<file path="config.mk">
export PLATFORM = sky130hd
export DESIGN_NAME = ooo_core
export DESIGN_NICKNAME = d
export VERILOG_FILES = /design/src/rtl/ooo_pkg.sv /design/src/rtl/ooo_core.sv /design/src/rtl/reorder_buffer.sv /design/src/rtl/alu_unit.sv /design/src/rtl/reservation_station.sv /design/src/rtl/rename_regfile.sv
export SDC_FILE = /design/constraint.sdc
export NUM_CORES = 2
export LEC_CHECK = 0
export ABC_AREA = 1
export ABC_CLOCK_PERIOD_IN_PS = 26500
export BUFFER_PORTS_ARGS = -buffer_cell sky130_fd_sc_hd__buf_4
export CORE_MARGIN = 2
export CORE_UTILIZATION = 35
export DETAILED_ROUTE_END_ITERATION = 10
export GPL_TIMING_DRIVEN = 0
export HOLD_SLACK_MARGIN = 0.02
export PLACE_DENSITY = 0.52
export RECOVER_POWER = 25
export SLEW_MARGIN = 20
export SYNTH_ARGS = -nofsm -noshare
export SYNTH_HDL_FRONTEND = slang
export SYNTH_SLANG_ARGS = --single-unit
</file>
<file path="constraint.sdc">
create_clock -name clk -period 26.5 [get_ports clk]
set_input_delay 2.65 -clock clk [delete_from_list [all_inputs] [get_ports clk]]
set_output_delay 2.65 -clock clk [all_outputs]
set_load 0.01 [all_outputs]
</file>
<file path="src/rtl/ooo_pkg.sv">
package ooo_pkg;

    // Datapath and architectural sizes
    localparam int DATA_W    = 32;
    localparam int REG_COUNT = 8;
    localparam int IMM_W     = 16;

    // ROB entries, also the RS entry count and the dispatch credit count.
    // Must stay a power of two so that tag arithmetic wraps on its own
    localparam int ROB_DEPTH = 8;

    localparam int REG_IDX_W = $clog2(REG_COUNT);
    localparam int ROB_TAG_W = $clog2(ROB_DEPTH);

    // Occupancy counter needs to hold ROB_DEPTH itself
    localparam int ROB_CNT_W = ROB_TAG_W + 1;

    typedef logic [REG_IDX_W-1:0] reg_idx_t;

    // ROB entry index, doubles as the rename tag
    typedef logic [ROB_TAG_W-1:0] rob_tag_t;

    typedef logic [DATA_W-1:0] data_t;

    typedef enum logic [2:0] {
        OP_ADD  = 3'd0,
        OP_SUB  = 3'd1,
        OP_AND  = 3'd2,
        OP_OR   = 3'd3,
        OP_XOR  = 3'd4,
        OP_SLT  = 3'd5,
        // Register plus sign-extended immediate
        OP_ADDI = 3'd6
    } alu_op_e;

endpackage
</file>
<file path="src/rtl/ooo_core.sv">
`timescale 1ns/10ps

module ooo_core import ooo_pkg::*; (
    input  logic             clk,
    input  logic             rst,
    input  logic             in_valid,
    input  alu_op_e          in_op,
    input  reg_idx_t         in_rd,
    input  reg_idx_t         in_rs1,
    input  reg_idx_t         in_rs2,
    input  logic [IMM_W-1:0] in_imm,
    output logic             commit_valid,
    output reg_idx_t         commit_rd,
    output data_t            commit_data
);

    rob_tag_t alloc_tag;
    rob_tag_t commit_tag;
    data_t    src1_value;
    data_t    src2_value;
    logic     src1_pending;
    logic     src2_pending;
    rob_tag_t src1_tag;
    rob_tag_t src2_tag;
    logic     rob_done1;
    logic     rob_done2;
    data_t    rob_value1;
    data_t    rob_value2;
    logic     issue_valid;
    alu_op_e  issue_op;
    data_t    issue_a;
    data_t    issue_b;
    rob_tag_t issue_tag;
    logic     cdb_valid;
    rob_tag_t cdb_tag;
    data_t    cdb_data;

    rename_regfile rename0 (
        .clk          (clk),
        .rst          (rst),
        .in_valid     (in_valid),
        .in_rd        (in_rd),
        .in_rs1       (in_rs1),
        .in_rs2       (in_rs2),
        .alloc_tag    (alloc_tag),
        .commit_valid (commit_valid),
        .commit_rd    (commit_rd),
        .commit_data  (commit_data),
        .commit_tag   (commit_tag),
        .src1_value   (src1_value),
        .src2_value   (src2_value),
        .src1_pending (src1_pending),
        .src2_pending (src2_pending),
        .src1_tag     (src1_tag),
        .src2_tag     (src2_tag)
    );

    reservation_station rs0 (
        .clk          (clk),
        .rst          (rst),
        .in_valid     (in_valid),
        .in_op        (in_op),
        .in_imm       (in_imm),
        .alloc_tag    (alloc_tag),
        .src1_value   (src1_value),
        .src2_value   (src2_value),
        .src1_pending (src1_pending),
        .src2_pending (src2_pending),
        .src1_tag     (src1_tag),
        .src2_tag     (src2_tag),
        .rob_done1    (rob_done1),
        .rob_done2    (rob_done2),
        .rob_value1   (rob_value1),
        .rob_value2   (rob_value2),
        .cdb_valid    (cdb_valid),
        .cdb_tag      (cdb_tag),
        .cdb_data     (cdb_data),
        .issue_valid  (issue_valid),
        .issue_op     (issue_op),
        .issue_a      (issue_a),
        .issue_b      (issue_b),
        .issue_tag    (issue_tag)
    );

    alu_unit alu0 (
        .clk         (clk),
        .rst         (rst),
        .issue_valid (issue_valid),
        .issue_op    (issue_op),
        .issue_a     (issue_a),
        .issue_b     (issue_b),
        .issue_tag   (issue_tag),
        .cdb_valid   (cdb_valid),
        .cdb_tag     (cdb_tag),
        .cdb_data    (cdb_data)
    );

    reorder_buffer rob0 (
        .clk          (clk),
        .rst          (rst),
        .in_valid     (in_valid),
        .in_rd        (in_rd),
        .src1_tag     (src1_tag),
        .src2_tag     (src2_tag),
        .cdb_valid    (cdb_valid),
        .cdb_tag      (cdb_tag),
        .cdb_data     (cdb_data),
        .alloc_tag    (alloc_tag),
        .rob_done1    (rob_done1),
        .rob_done2    (rob_done2),
        .rob_value1   (rob_value1),
        .rob_value2   (rob_value2),
        .commit_valid (commit_valid),
        .commit_rd    (commit_rd),
        .commit_data  (commit_data),
        .commit_tag   (commit_tag)
    );

endmodule

</file>
<file path="src/rtl/reorder_buffer.sv">
`timescale 1ns/10ps

module reorder_buffer import ooo_pkg::*; (
    input  logic     clk,
    input  logic     rst,
    input  logic     in_valid,
    input  reg_idx_t in_rd,
    input  rob_tag_t src1_tag,
    input  rob_tag_t src2_tag,
    input  logic     cdb_valid,
    input  rob_tag_t cdb_tag,
    input  data_t    cdb_data,
    output rob_tag_t alloc_tag,
    output logic     rob_done1,
    output logic     rob_done2,
    output data_t    rob_value1,
    output data_t    rob_value2,
    output logic     commit_valid,
    output reg_idx_t commit_rd,
    output data_t    commit_data,
    output rob_tag_t commit_tag
);

    rob_tag_t             head;
    rob_tag_t             tail;
    logic [ROB_CNT_W-1:0] count;
    logic                 done_q  [ROB_DEPTH];
    reg_idx_t             rd_q    [ROB_DEPTH];
    data_t                value_q [ROB_DEPTH];
    logic                 fire;

    assign alloc_tag = tail;

    // Head retires once its result is in
    assign fire = (count != '0) && done_q[head];

    // Operand lookups for the dispatching instruction
    assign rob_done1  = done_q[src1_tag];
    assign rob_done2  = done_q[src2_tag];
    assign rob_value1 = value_q[src1_tag];
    assign rob_value2 = value_q[src2_tag];

    always_ff @(posedge clk or posedge rst) begin
        if (rst) begin
            head         <= '0;
            tail         <= '0;
            count        <= '0;
            commit_valid <= 1'b0;
            for (int i = 0; i < ROB_DEPTH; i++) begin
                done_q[i] <= 1'b0;
            end
        end else begin
            if (in_valid) begin
                done_q[tail] <= 1'b0;
                tail         <= tail + 1'b1;
            end
            if (cdb_valid) begin
                done_q[cdb_tag] <= 1'b1;
            end
            commit_valid <= fire;
            if (fire) begin
                head <= head + 1'b1;
            end
            count <= count + ROB_CNT_W'(in_valid) - ROB_CNT_W'(fire);
        end
    end

    always_ff @(posedge clk) begin
        if (in_valid) begin
            rd_q[tail] <= in_rd;
        end
        if (cdb_valid) begin
            value_q[cdb_tag] <= cdb_data;
        end
        if (fire) begin
            commit_rd   <= rd_q[head];
            commit_data <= value_q[head];
            commit_tag  <= head;
        end
    end

endmodule

</file>
<file path="src/rtl/alu_unit.sv">
`timescale 1ns/10ps

module alu_unit import ooo_pkg::*; (
    input  logic     clk,
    input  logic     rst,
    input  logic     issue_valid,
    input  alu_op_e  issue_op,
    input  data_t    issue_a,
    input  data_t    issue_b,
    input  rob_tag_t issue_tag,
    output logic     cdb_valid,
    output rob_tag_t cdb_tag,
    output data_t    cdb_data
);

    data_t result;

    always_comb begin
        case (issue_op)
            OP_ADD, OP_ADDI: result = issue_a + issue_b;
            OP_SUB:          result = issue_a - issue_b;
            OP_AND:          result = issue_a & issue_b;
            OP_OR:           result = issue_a | issue_b;
            OP_XOR:          result = issue_a ^ issue_b;
            // Signed compare, result is 1 or 0
            OP_SLT:          result = data_t'($signed(issue_a) < $signed(issue_b));
            default:         result = '0;
        endcase
    end

    // One CDB cycle per issued operation
    always_ff @(posedge clk or posedge rst) begin
        if (rst) begin
            cdb_valid <= 1'b0;
        end else begin
            cdb_valid <= issue_valid;
        end
    end

    always_ff @(posedge clk) begin
        cdb_tag  <= issue_tag;
        cdb_data <= result;
    end

endmodule

</file>
<file path="src/rtl/reservation_station.sv">
`timescale 1ns/10ps

module reservation_station import ooo_pkg::*; (
    input  logic            clk,
    input  logic            rst,
    input  logic            in_valid,
    input  alu_op_e         in_op,
    input  logic [IMM_W-1:0] in_imm,
    input  rob_tag_t        alloc_tag,
    input  data_t           src1_value,
    input  data_t           src2_value,
    input  logic            src1_pending,
    input  logic            src2_pending,
    input  rob_tag_t        src1_tag,
    input  rob_tag_t        src2_tag,
    input  logic            rob_done1,
    input  logic            rob_done2,
    input  data_t           rob_value1,
    input  data_t           rob_value2,
    input  logic            cdb_valid,
    input  rob_tag_t        cdb_tag,
    input  data_t           cdb_data,
    output logic            issue_valid,
    output alu_op_e         issue_op,
    output data_t           issue_a,
    output data_t           issue_b,
    output rob_tag_t        issue_tag
);

    // Slots are indexed by ROB tag, one per ROB entry
    logic     valid_q [ROB_DEPTH];
    alu_op_e  op_q    [ROB_DEPTH];
    data_t    a_q     [ROB_DEPTH];
    data_t    b_q     [ROB_DEPTH];
    logic     a_rdy   [ROB_DEPTH];
    logic     b_rdy   [ROB_DEPTH];
    rob_tag_t a_tag   [ROB_DEPTH];
    rob_tag_t b_tag   [ROB_DEPTH];

    logic [DATA_W:0] opnd1;
    logic [DATA_W:0] opnd2;
    logic            found;
    rob_tag_t        sel;
    rob_tag_t        idx;

    // Returns {ready, value} for a source at dispatch
    function automatic logic [DATA_W:0] form_operand(
        input logic     pending,
        input rob_tag_t tag,
        input data_t    reg_val,
        input logic     done,
        input data_t    rob_val,
        input logic     bus_valid,
        input rob_tag_t bus_tag,
        input data_t    bus_data
    );
        if (!pending) begin
            return {1'b1, reg_val};
        end else if (done) begin
            return {1'b1, rob_val};
        end else if (bus_valid && bus_tag == tag) begin
            return {1'b1, bus_data};
        end
        return {1'b0, {DATA_W{1'b0}}};
    endfunction

    always_comb begin
        opnd1 = form_operand(src1_pending, src1_tag, src1_value, rob_done1, rob_value1,
                             cdb_valid, cdb_tag, cdb_data);
        opnd2 = form_operand(src2_pending, src2_tag, src2_value, rob_done2, rob_value2,
                             cdb_valid, cdb_tag, cdb_data);
        if (in_op == OP_ADDI) begin
            opnd2 = {1'b1, {(DATA_W-IMM_W){in_imm[IMM_W-1]}}, in_imm};
        end
    end

    // Live entries sit between ROB head and tail, so scanning upward from
    // the tail reaches the oldest one first
    always_comb begin
        found = 1'b0;
        sel   = '0;
        idx   = '0;
        for (int i = 0; i < ROB_DEPTH; i++) begin
            idx = alloc_tag + rob_tag_t'(i);
            if (!found && valid_q[idx] && a_rdy[idx] && b_rdy[idx]) begin
                found = 1'b1;
                sel   = idx;
            end
        end
    end

    always_ff @(posedge clk or posedge rst) begin
        if (rst) begin
            for (int i = 0; i < ROB_DEPTH; i++) begin
                valid_q[i] <= 1'b0;
            end
            issue_valid <= 1'b0;
        end else begin
            issue_valid <= found;
            if (found) begin
                valid_q[sel] <= 1'b0;
            end
            if (in_valid) begin
                valid_q[alloc_tag] <= 1'b1;
            end
        end
    end

    always_ff @(posedge clk) begin
        // Wakeup from the CDB
        for (int i = 0; i < ROB_DEPTH; i++) begin
            if (cdb_valid && !a_rdy[i] && a_tag[i] == cdb_tag) begin
                a_q[i]   <= cdb_data;
                a_rdy[i] <= 1'b1;
            end
            if (cdb_valid && !b_rdy[i] && b_tag[i] == cdb_tag) begin
                b_q[i]   <= cdb_data;
                b_rdy[i] <= 1'b1;
            end
        end
        if (in_valid) begin
            op_q[alloc_tag]  <= in_op;
            a_q[alloc_tag]   <= opnd1[DATA_W-1:0];
            a_rdy[alloc_tag] <= opnd1[DATA_W];
            a_tag[alloc_tag] <= src1_tag;
            b_q[alloc_tag]   <= opnd2[DATA_W-1:0];
            b_rdy[alloc_tag] <= opnd2[DATA_W];
            b_tag[alloc_tag] <= src2_tag;
        end
        issue_op  <= op_q[sel];
        issue_a   <= a_q[sel];
        issue_b   <= b_q[sel];
        issue_tag <= sel;
    end

endmodule

</file>
<file path="src/rtl/rename_regfile.sv">
`timescale 1ns/10ps

module rename_regfile import ooo_pkg::*; (
    input  logic     clk,
    input  logic     rst,
    input  logic     in_valid,
    input  reg_idx_t in_rd,
    input  reg_idx_t in_rs1,
    input  reg_idx_t in_rs2,
    input  rob_tag_t alloc_tag,
    input  logic     commit_valid,
    input  reg_idx_t commit_rd,
    input  data_t    commit_data,
    input  rob_tag_t commit_tag,
    output data_t    src1_value,
    output data_t    src2_value,
    output logic     src1_pending,
    output logic     src2_pending,
    output rob_tag_t src1_tag,
    output rob_tag_t src2_tag
);

    data_t    regs   [REG_COUNT];
    logic     pend   [REG_COUNT];
    rob_tag_t tag_q  [REG_COUNT];
    logic     byp1;
    logic     byp2;

    // The ROB has already freed the committing entry, so its value is
    // taken straight from the commit port until the register is written
    assign byp1 = pend[in_rs1] && commit_valid && (tag_q[in_rs1] == commit_tag);
    assign byp2 = pend[in_rs2] && commit_valid && (tag_q[in_rs2] == commit_tag);

    assign src1_value   = byp1 ? commit_data : regs[in_rs1];
    assign src2_value   = byp2 ? commit_data : regs[in_rs2];
    assign src1_pending = pend[in_rs1] && !byp1;
    assign src2_pending = pend[in_rs2] && !byp2;
    assign src1_tag     = tag_q[in_rs1];
    assign src2_tag     = tag_q[in_rs2];

    always_ff @(posedge clk or posedge rst) begin
        if (rst) begin
            for (int i = 0; i < REG_COUNT; i++) begin
                regs[i]  <= '0;
                pend[i]  <= 1'b0;
                tag_q[i] <= '0;
            end
        end else begin
            // Register 0 is never written and never renamed
            if (commit_valid && commit_rd != '0) begin
                regs[commit_rd] <= commit_data;
                // Only the newest writer may clear the pending flag
                if (tag_q[commit_rd] == commit_tag) begin
                    pend[commit_rd] <= 1'b0;
                end
            end
            // Later assignment, so a same-cycle dispatch wins
            if (in_valid && in_rd != '0) begin
                pend[in_rd]  <= 1'b1;
                tag_q[in_rd] <= alloc_tag;
            end
        end
    end

endmodule

</file>
==> key figures <==
Status
  – Status: finished, violations left
  – Failing checks: max-capacitance violations, max-slew violations

Synthesis
  – Post-synth top flop: edfxtp_1
  – Synth async-reset ratio: 0.237
  – Synthesized Nets: 9,445
  – YS warnings: 0
  – EDFF count, synth: 902
  – Mapped Cells: 9,303
  – Largest family of logic cells by synthesized area: simple AND/OR/NAND/NOR gates
  – Synth Area in Compound Gates: 0.169
  – XOR/XNOR Fraction of Synth Area: 0.00259
  – Synth unique cells: 58
  – Synth Area in Adders: 0.0191
  – Post-Synth Simple-Gate Area: 0.225
  – Post-synthesis mux area share: 0
  – Syn Area/Cell: 7.95 um^2
  – #FFs+latches synth: 1,340
  – Post-synthesis sequential area ratio: 0.506
  – Area of the mapped netlist: 73,900 um^2

Critical path
  – Flop-to-flop setup slack: 20.51 ns
  – CP endpoint kind: asynchronous set/reset pin
  – CP dominant cell by count: clkbuf_1
  – CP top delay family: buffers and inverters
  – Worst Path Buf+Inv: 3
  – R2r worst-path depth: 26
  – WP data required: 26.12 ns
  – Setup crit start kind: primary input
  – Critical-path cell list: clkbuf_1, clkinvlp_2, clkbuf_1
  – WS Path Type: primary input to asynchronous set/reset pin
  – Critical path's slowest cell: clkbuf_1
  – Worst Path Arrival: 8.32 ns
  – Critical-path maximum fanout: 101
  – Reg2Reg Capture Point: rs0.issue_a[31]$_DFF_P_
  – Reg2Reg Launch Point: rob0.alloc_tag[1]$_DFFE_PP0P_
  – Critical Path Max Stage Delay: 3.92 ns

Finish
  – Area Overhead vs Synth: 13.9%
  – Layout cell share with drive strength beyond 1: 0.0695
  – Nets: 9,712
  – Layout fillers: 21,800

Timing
  – Slew HR: -2.67
  – Max Clock Freq: 115 MHz
  – Final Hold Viols: 0
  – RSZ-0062 raised after global routing: no
  – # setup viols final: 0
  – Post-route minimum period: 8.70 ns
  – Clock Skew: 0.0438 ns
  – Pins Over Slew Limit: 277
  – Total negative slack: 0 ns
  – Worst Tran Pin Value: 5.50 ns
  – Final period util: 0.328

Floorplan
  – Die X-Extent: 464 um
  – Core area: 210,000 um^2
  – I/O Pins: 67
  – Total die area: 215,000 um^2
  – Die height: 464 um
  – Cell row count: 168
  – Initial core utilization: 0.352

Route
  – DRT antenna net count: 0
  – Via density: 5.97
  – Final wirelength: 403 mm
  – Iteration-0 DRC Markers: 12,700
  – DRC: 0
  – First-pass DRT Iterations: 8
  – Wire per inst: 32.2 um
  – Vias: 74,700

GRT
  – GRT Resource Usage Total: 0.363
  – Grt ovf: 0
  – Largest net degree at the start of global routing: 102
  – Vias in the first global route: 68,300
  – Initial antenna violation count: 33
  – First-pass GRT wire length: 547 mm
  – Grt met1 use: 0.488
  – GRT busiest layer: met2
  – Met2 Use GR: 0.521
  – M3 GR Usage: 0.108

Clock network
  – Root Buffer: clkbuf_16
  – H-tree Lvls: 4
  – # clock sinks: 1,340
  – Cts bufs inserted: 156
  – Clk_lat worst skew: 0.87 ns
  – Clock-pin slew on the worst setup and hold paths: 0.06 ns
  – CTS-repair resized insts: 0
  – CTS tree: done
  – Post-CTS setup buffers: 0
  – Post-CTS Hold Buffers: 0
  – Clk buf depth: 3

Min path
  – HP Start: rs0.issue_tag[0]$_DFF_P_
  – Worst Hold Depth: 0
  – Worst Hold End: alu0.cdb_tag[0]$_DFF_P_
  – Class of the worst hold path: flip-flop to flip-flop

Placed design
  – IO buf count: 63
  – DP HPWL: 295 mm
  – GPL Wtd Cong: 1.02

Flow run
  – Max Cap Viol: 6
[state kept, by name, summed over array words and instances, names as in the netlist, 4 cells and up]
| register | cells |
|---|---|
| rs0.b_q | 256 |
| rename0.tag_q | 24 |
| rs0.issue_b | 32 |
| rob0.value_q | 256 |
| rob0.rd_q | 24 |
| rs0.issue_a | 32 |
| rob0.commit_data | 32 |
| rename0.pend | 8 |
| rob0.done_q | 8 |
| alu0.cdb_data | 32 |
| rs0.a_rdy | 8 |
| rename0.regs | 256 |
| rs0.valid_q | 8 |
| rs0.b_rdy | 8 |
| rob0.count | 4 |
| rs0.a_q | 256 |
| rs0.a_tag | 24 |
| rs0.op_q | 24 |
| rs0.b_tag | 24 |
[worst reg2reg max path, cell delays in order, from the launching register on]
cell and delay (ns):
dfrtp_1 0.43, buf_4 0.20, inv_2 0.16, buf_2 0.28, clkbuf_1 0.62, ha_1 0.36, buf_2 0.19, inv_2 0.18
buf_4 0.21, nand2_1 0.07, nand2_1 0.08, nor2_1 0.05, nand2_1 0.05, nand2_1 0.15, nor2_4 0.24, nand3_1 0.09
nor2_1 0.16, nand4_1 0.15, nand3_2 0.39, buf_2 0.44, buf_2 0.46, nand3_1 0.15, nand2_1 0.10, nand2_1 0.08
nand2_1 0.11, inv_1 0.04, nand2_1 0.37
[worst max-delay path by stage]
stage / slack (ns) / endpoint / cells after the start / startpoint
2_1_floorplan: 15.08 / alu0.cdb_valid$_DFF_PP0_ / 1 / rst
3_3_place_gp: 10.33 / rs0.valid_q[4]$_DFF_PP0_ / 2 / rst
3_5_place_dp: 18.90 / rs0.a_q[0][6]$_DFFE_PP_ / 13 / in_rs1[2]
4_1_cts: 19.76 / rs0.a_q[0][6]$_DFFE_PP_ / 13 / in_rs1[2]
5_1_grt: 16.47 / rename0.regs[36]$_DFFE_PP0P_ / 3 / rst
6_report: 17.80 / rename0.regs[4]$_DFFE_PP0P_ / 3 / rst
[cells in the final DEF, fill, tap and decap left out, types with 121 or more instances in the layout]
cell,count
dfrtp_1,317
clkbuf_16,161
clkbuf_1,443
nor2_1,366
nand2_1,2949
a21oi_1,672
nand3_1,656
o21ai_0,1291
inv_1,672
dfxtp_1,121
buf_2,127
edfxtp_1,902
o211ai_1,128
[stage by stage]
stage / cell area [um^2] / hold slack (ns) / util / setup WS (ns) / cells
global placement: 77900 / 0.319 / 0.371 / 10.33 / 12200
floorplan: 73900 / 0.310 / - / 15.08 / 9303
CTS: 84400 / 0.335 / 0.402 / 19.76 / 12500
detailed placement: 79100 / 0.321 / 0.377 / 18.90 / 12200
global route: 84200 / 0.337 / 0.402 / 16.47 / 12500
finish: 84200 / 0.334 / 0.402 / 17.80 / 12500
[cells by family (layout without fill, tap and decap cells)]
kind of cell,after synthesis,after routing
adders and majority gates,111,111
and+or+nand+nor,4116,4116
buffers and inverters,1379,1778
xor gates and xnor gates,21,21
AOI/OAI and AO/OA,2336,2336
other,0,10
DFF,1340,1340
[cells in the mapped netlist (9+ instances only)]
cell / count / share of area
a221oi_1: 9 / 0.0011
clkinv_1: 10 / 0.00051
inv_1: 673 / 0.034
buf_4: 48 / 0.0049
nor2_1: 378 / 0.019
a22oi_1: 32 / 0.0032
nand3b_1: 23 / 0.0023
o21ai_2: 15 / 0.0018
dfrtp_1: 317 / 0.11
xor2_1: 13 / 0.0015
nor3_1: 17 / 0.0012
a21oi_1: 672 / 0.045
o211ai_1: 128 / 0.013
edfxtp_1: 902 / 0.37
a211oi_1: 21 / 0.0021
clkbuf_1: 406 / 0.021
o21ai_0: 1303 / 0.088
buf_6: 33 / 0.0050
inv_2: 17 / 0.00086
or2_2: 10 / 0.00085
buf_1: 68 / 0.0035
nand4_1: 20 / 0.0017
a31oi_1: 49 / 0.0041
ha_1: 108 / 0.018
o22ai_1: 43 / 0.0036
nand2_2: 20 / 0.0017
nand3_1: 656 / 0.044
o21ai_1: 26 / 0.0018
buf_2: 124 / 0.0084
nand2_1: 2965 / 0.15
dfxtp_1: 121 / 0.033
[cell type report]
type                       instances  area [um^2]  share of cell area
antenna                           10         25.0            0.000297
buffer                           679         3150              0.0374
clock buffer                     219         4470              0.0530
clock inverter                    71          823             0.00977
inverter                         700         2630              0.0312
multi-input combinational       6584        30900               0.367
sequential                      1340        37400               0.444
tap                             2805         3510              0.0417
timing repair buffer             109         1280              0.0152
[metal layers]
layer / part of all wire / wire length, um
met3: 0.13 / 54300
met4: 0.062 / 25000
met2: 0.41 / 166000
met1: 0.39 / 158000
met5: 0.00014 / 58
Power is not shown: default switching activity piles up to over one toggle a cycle in this logic, so the estimate is an artifact.
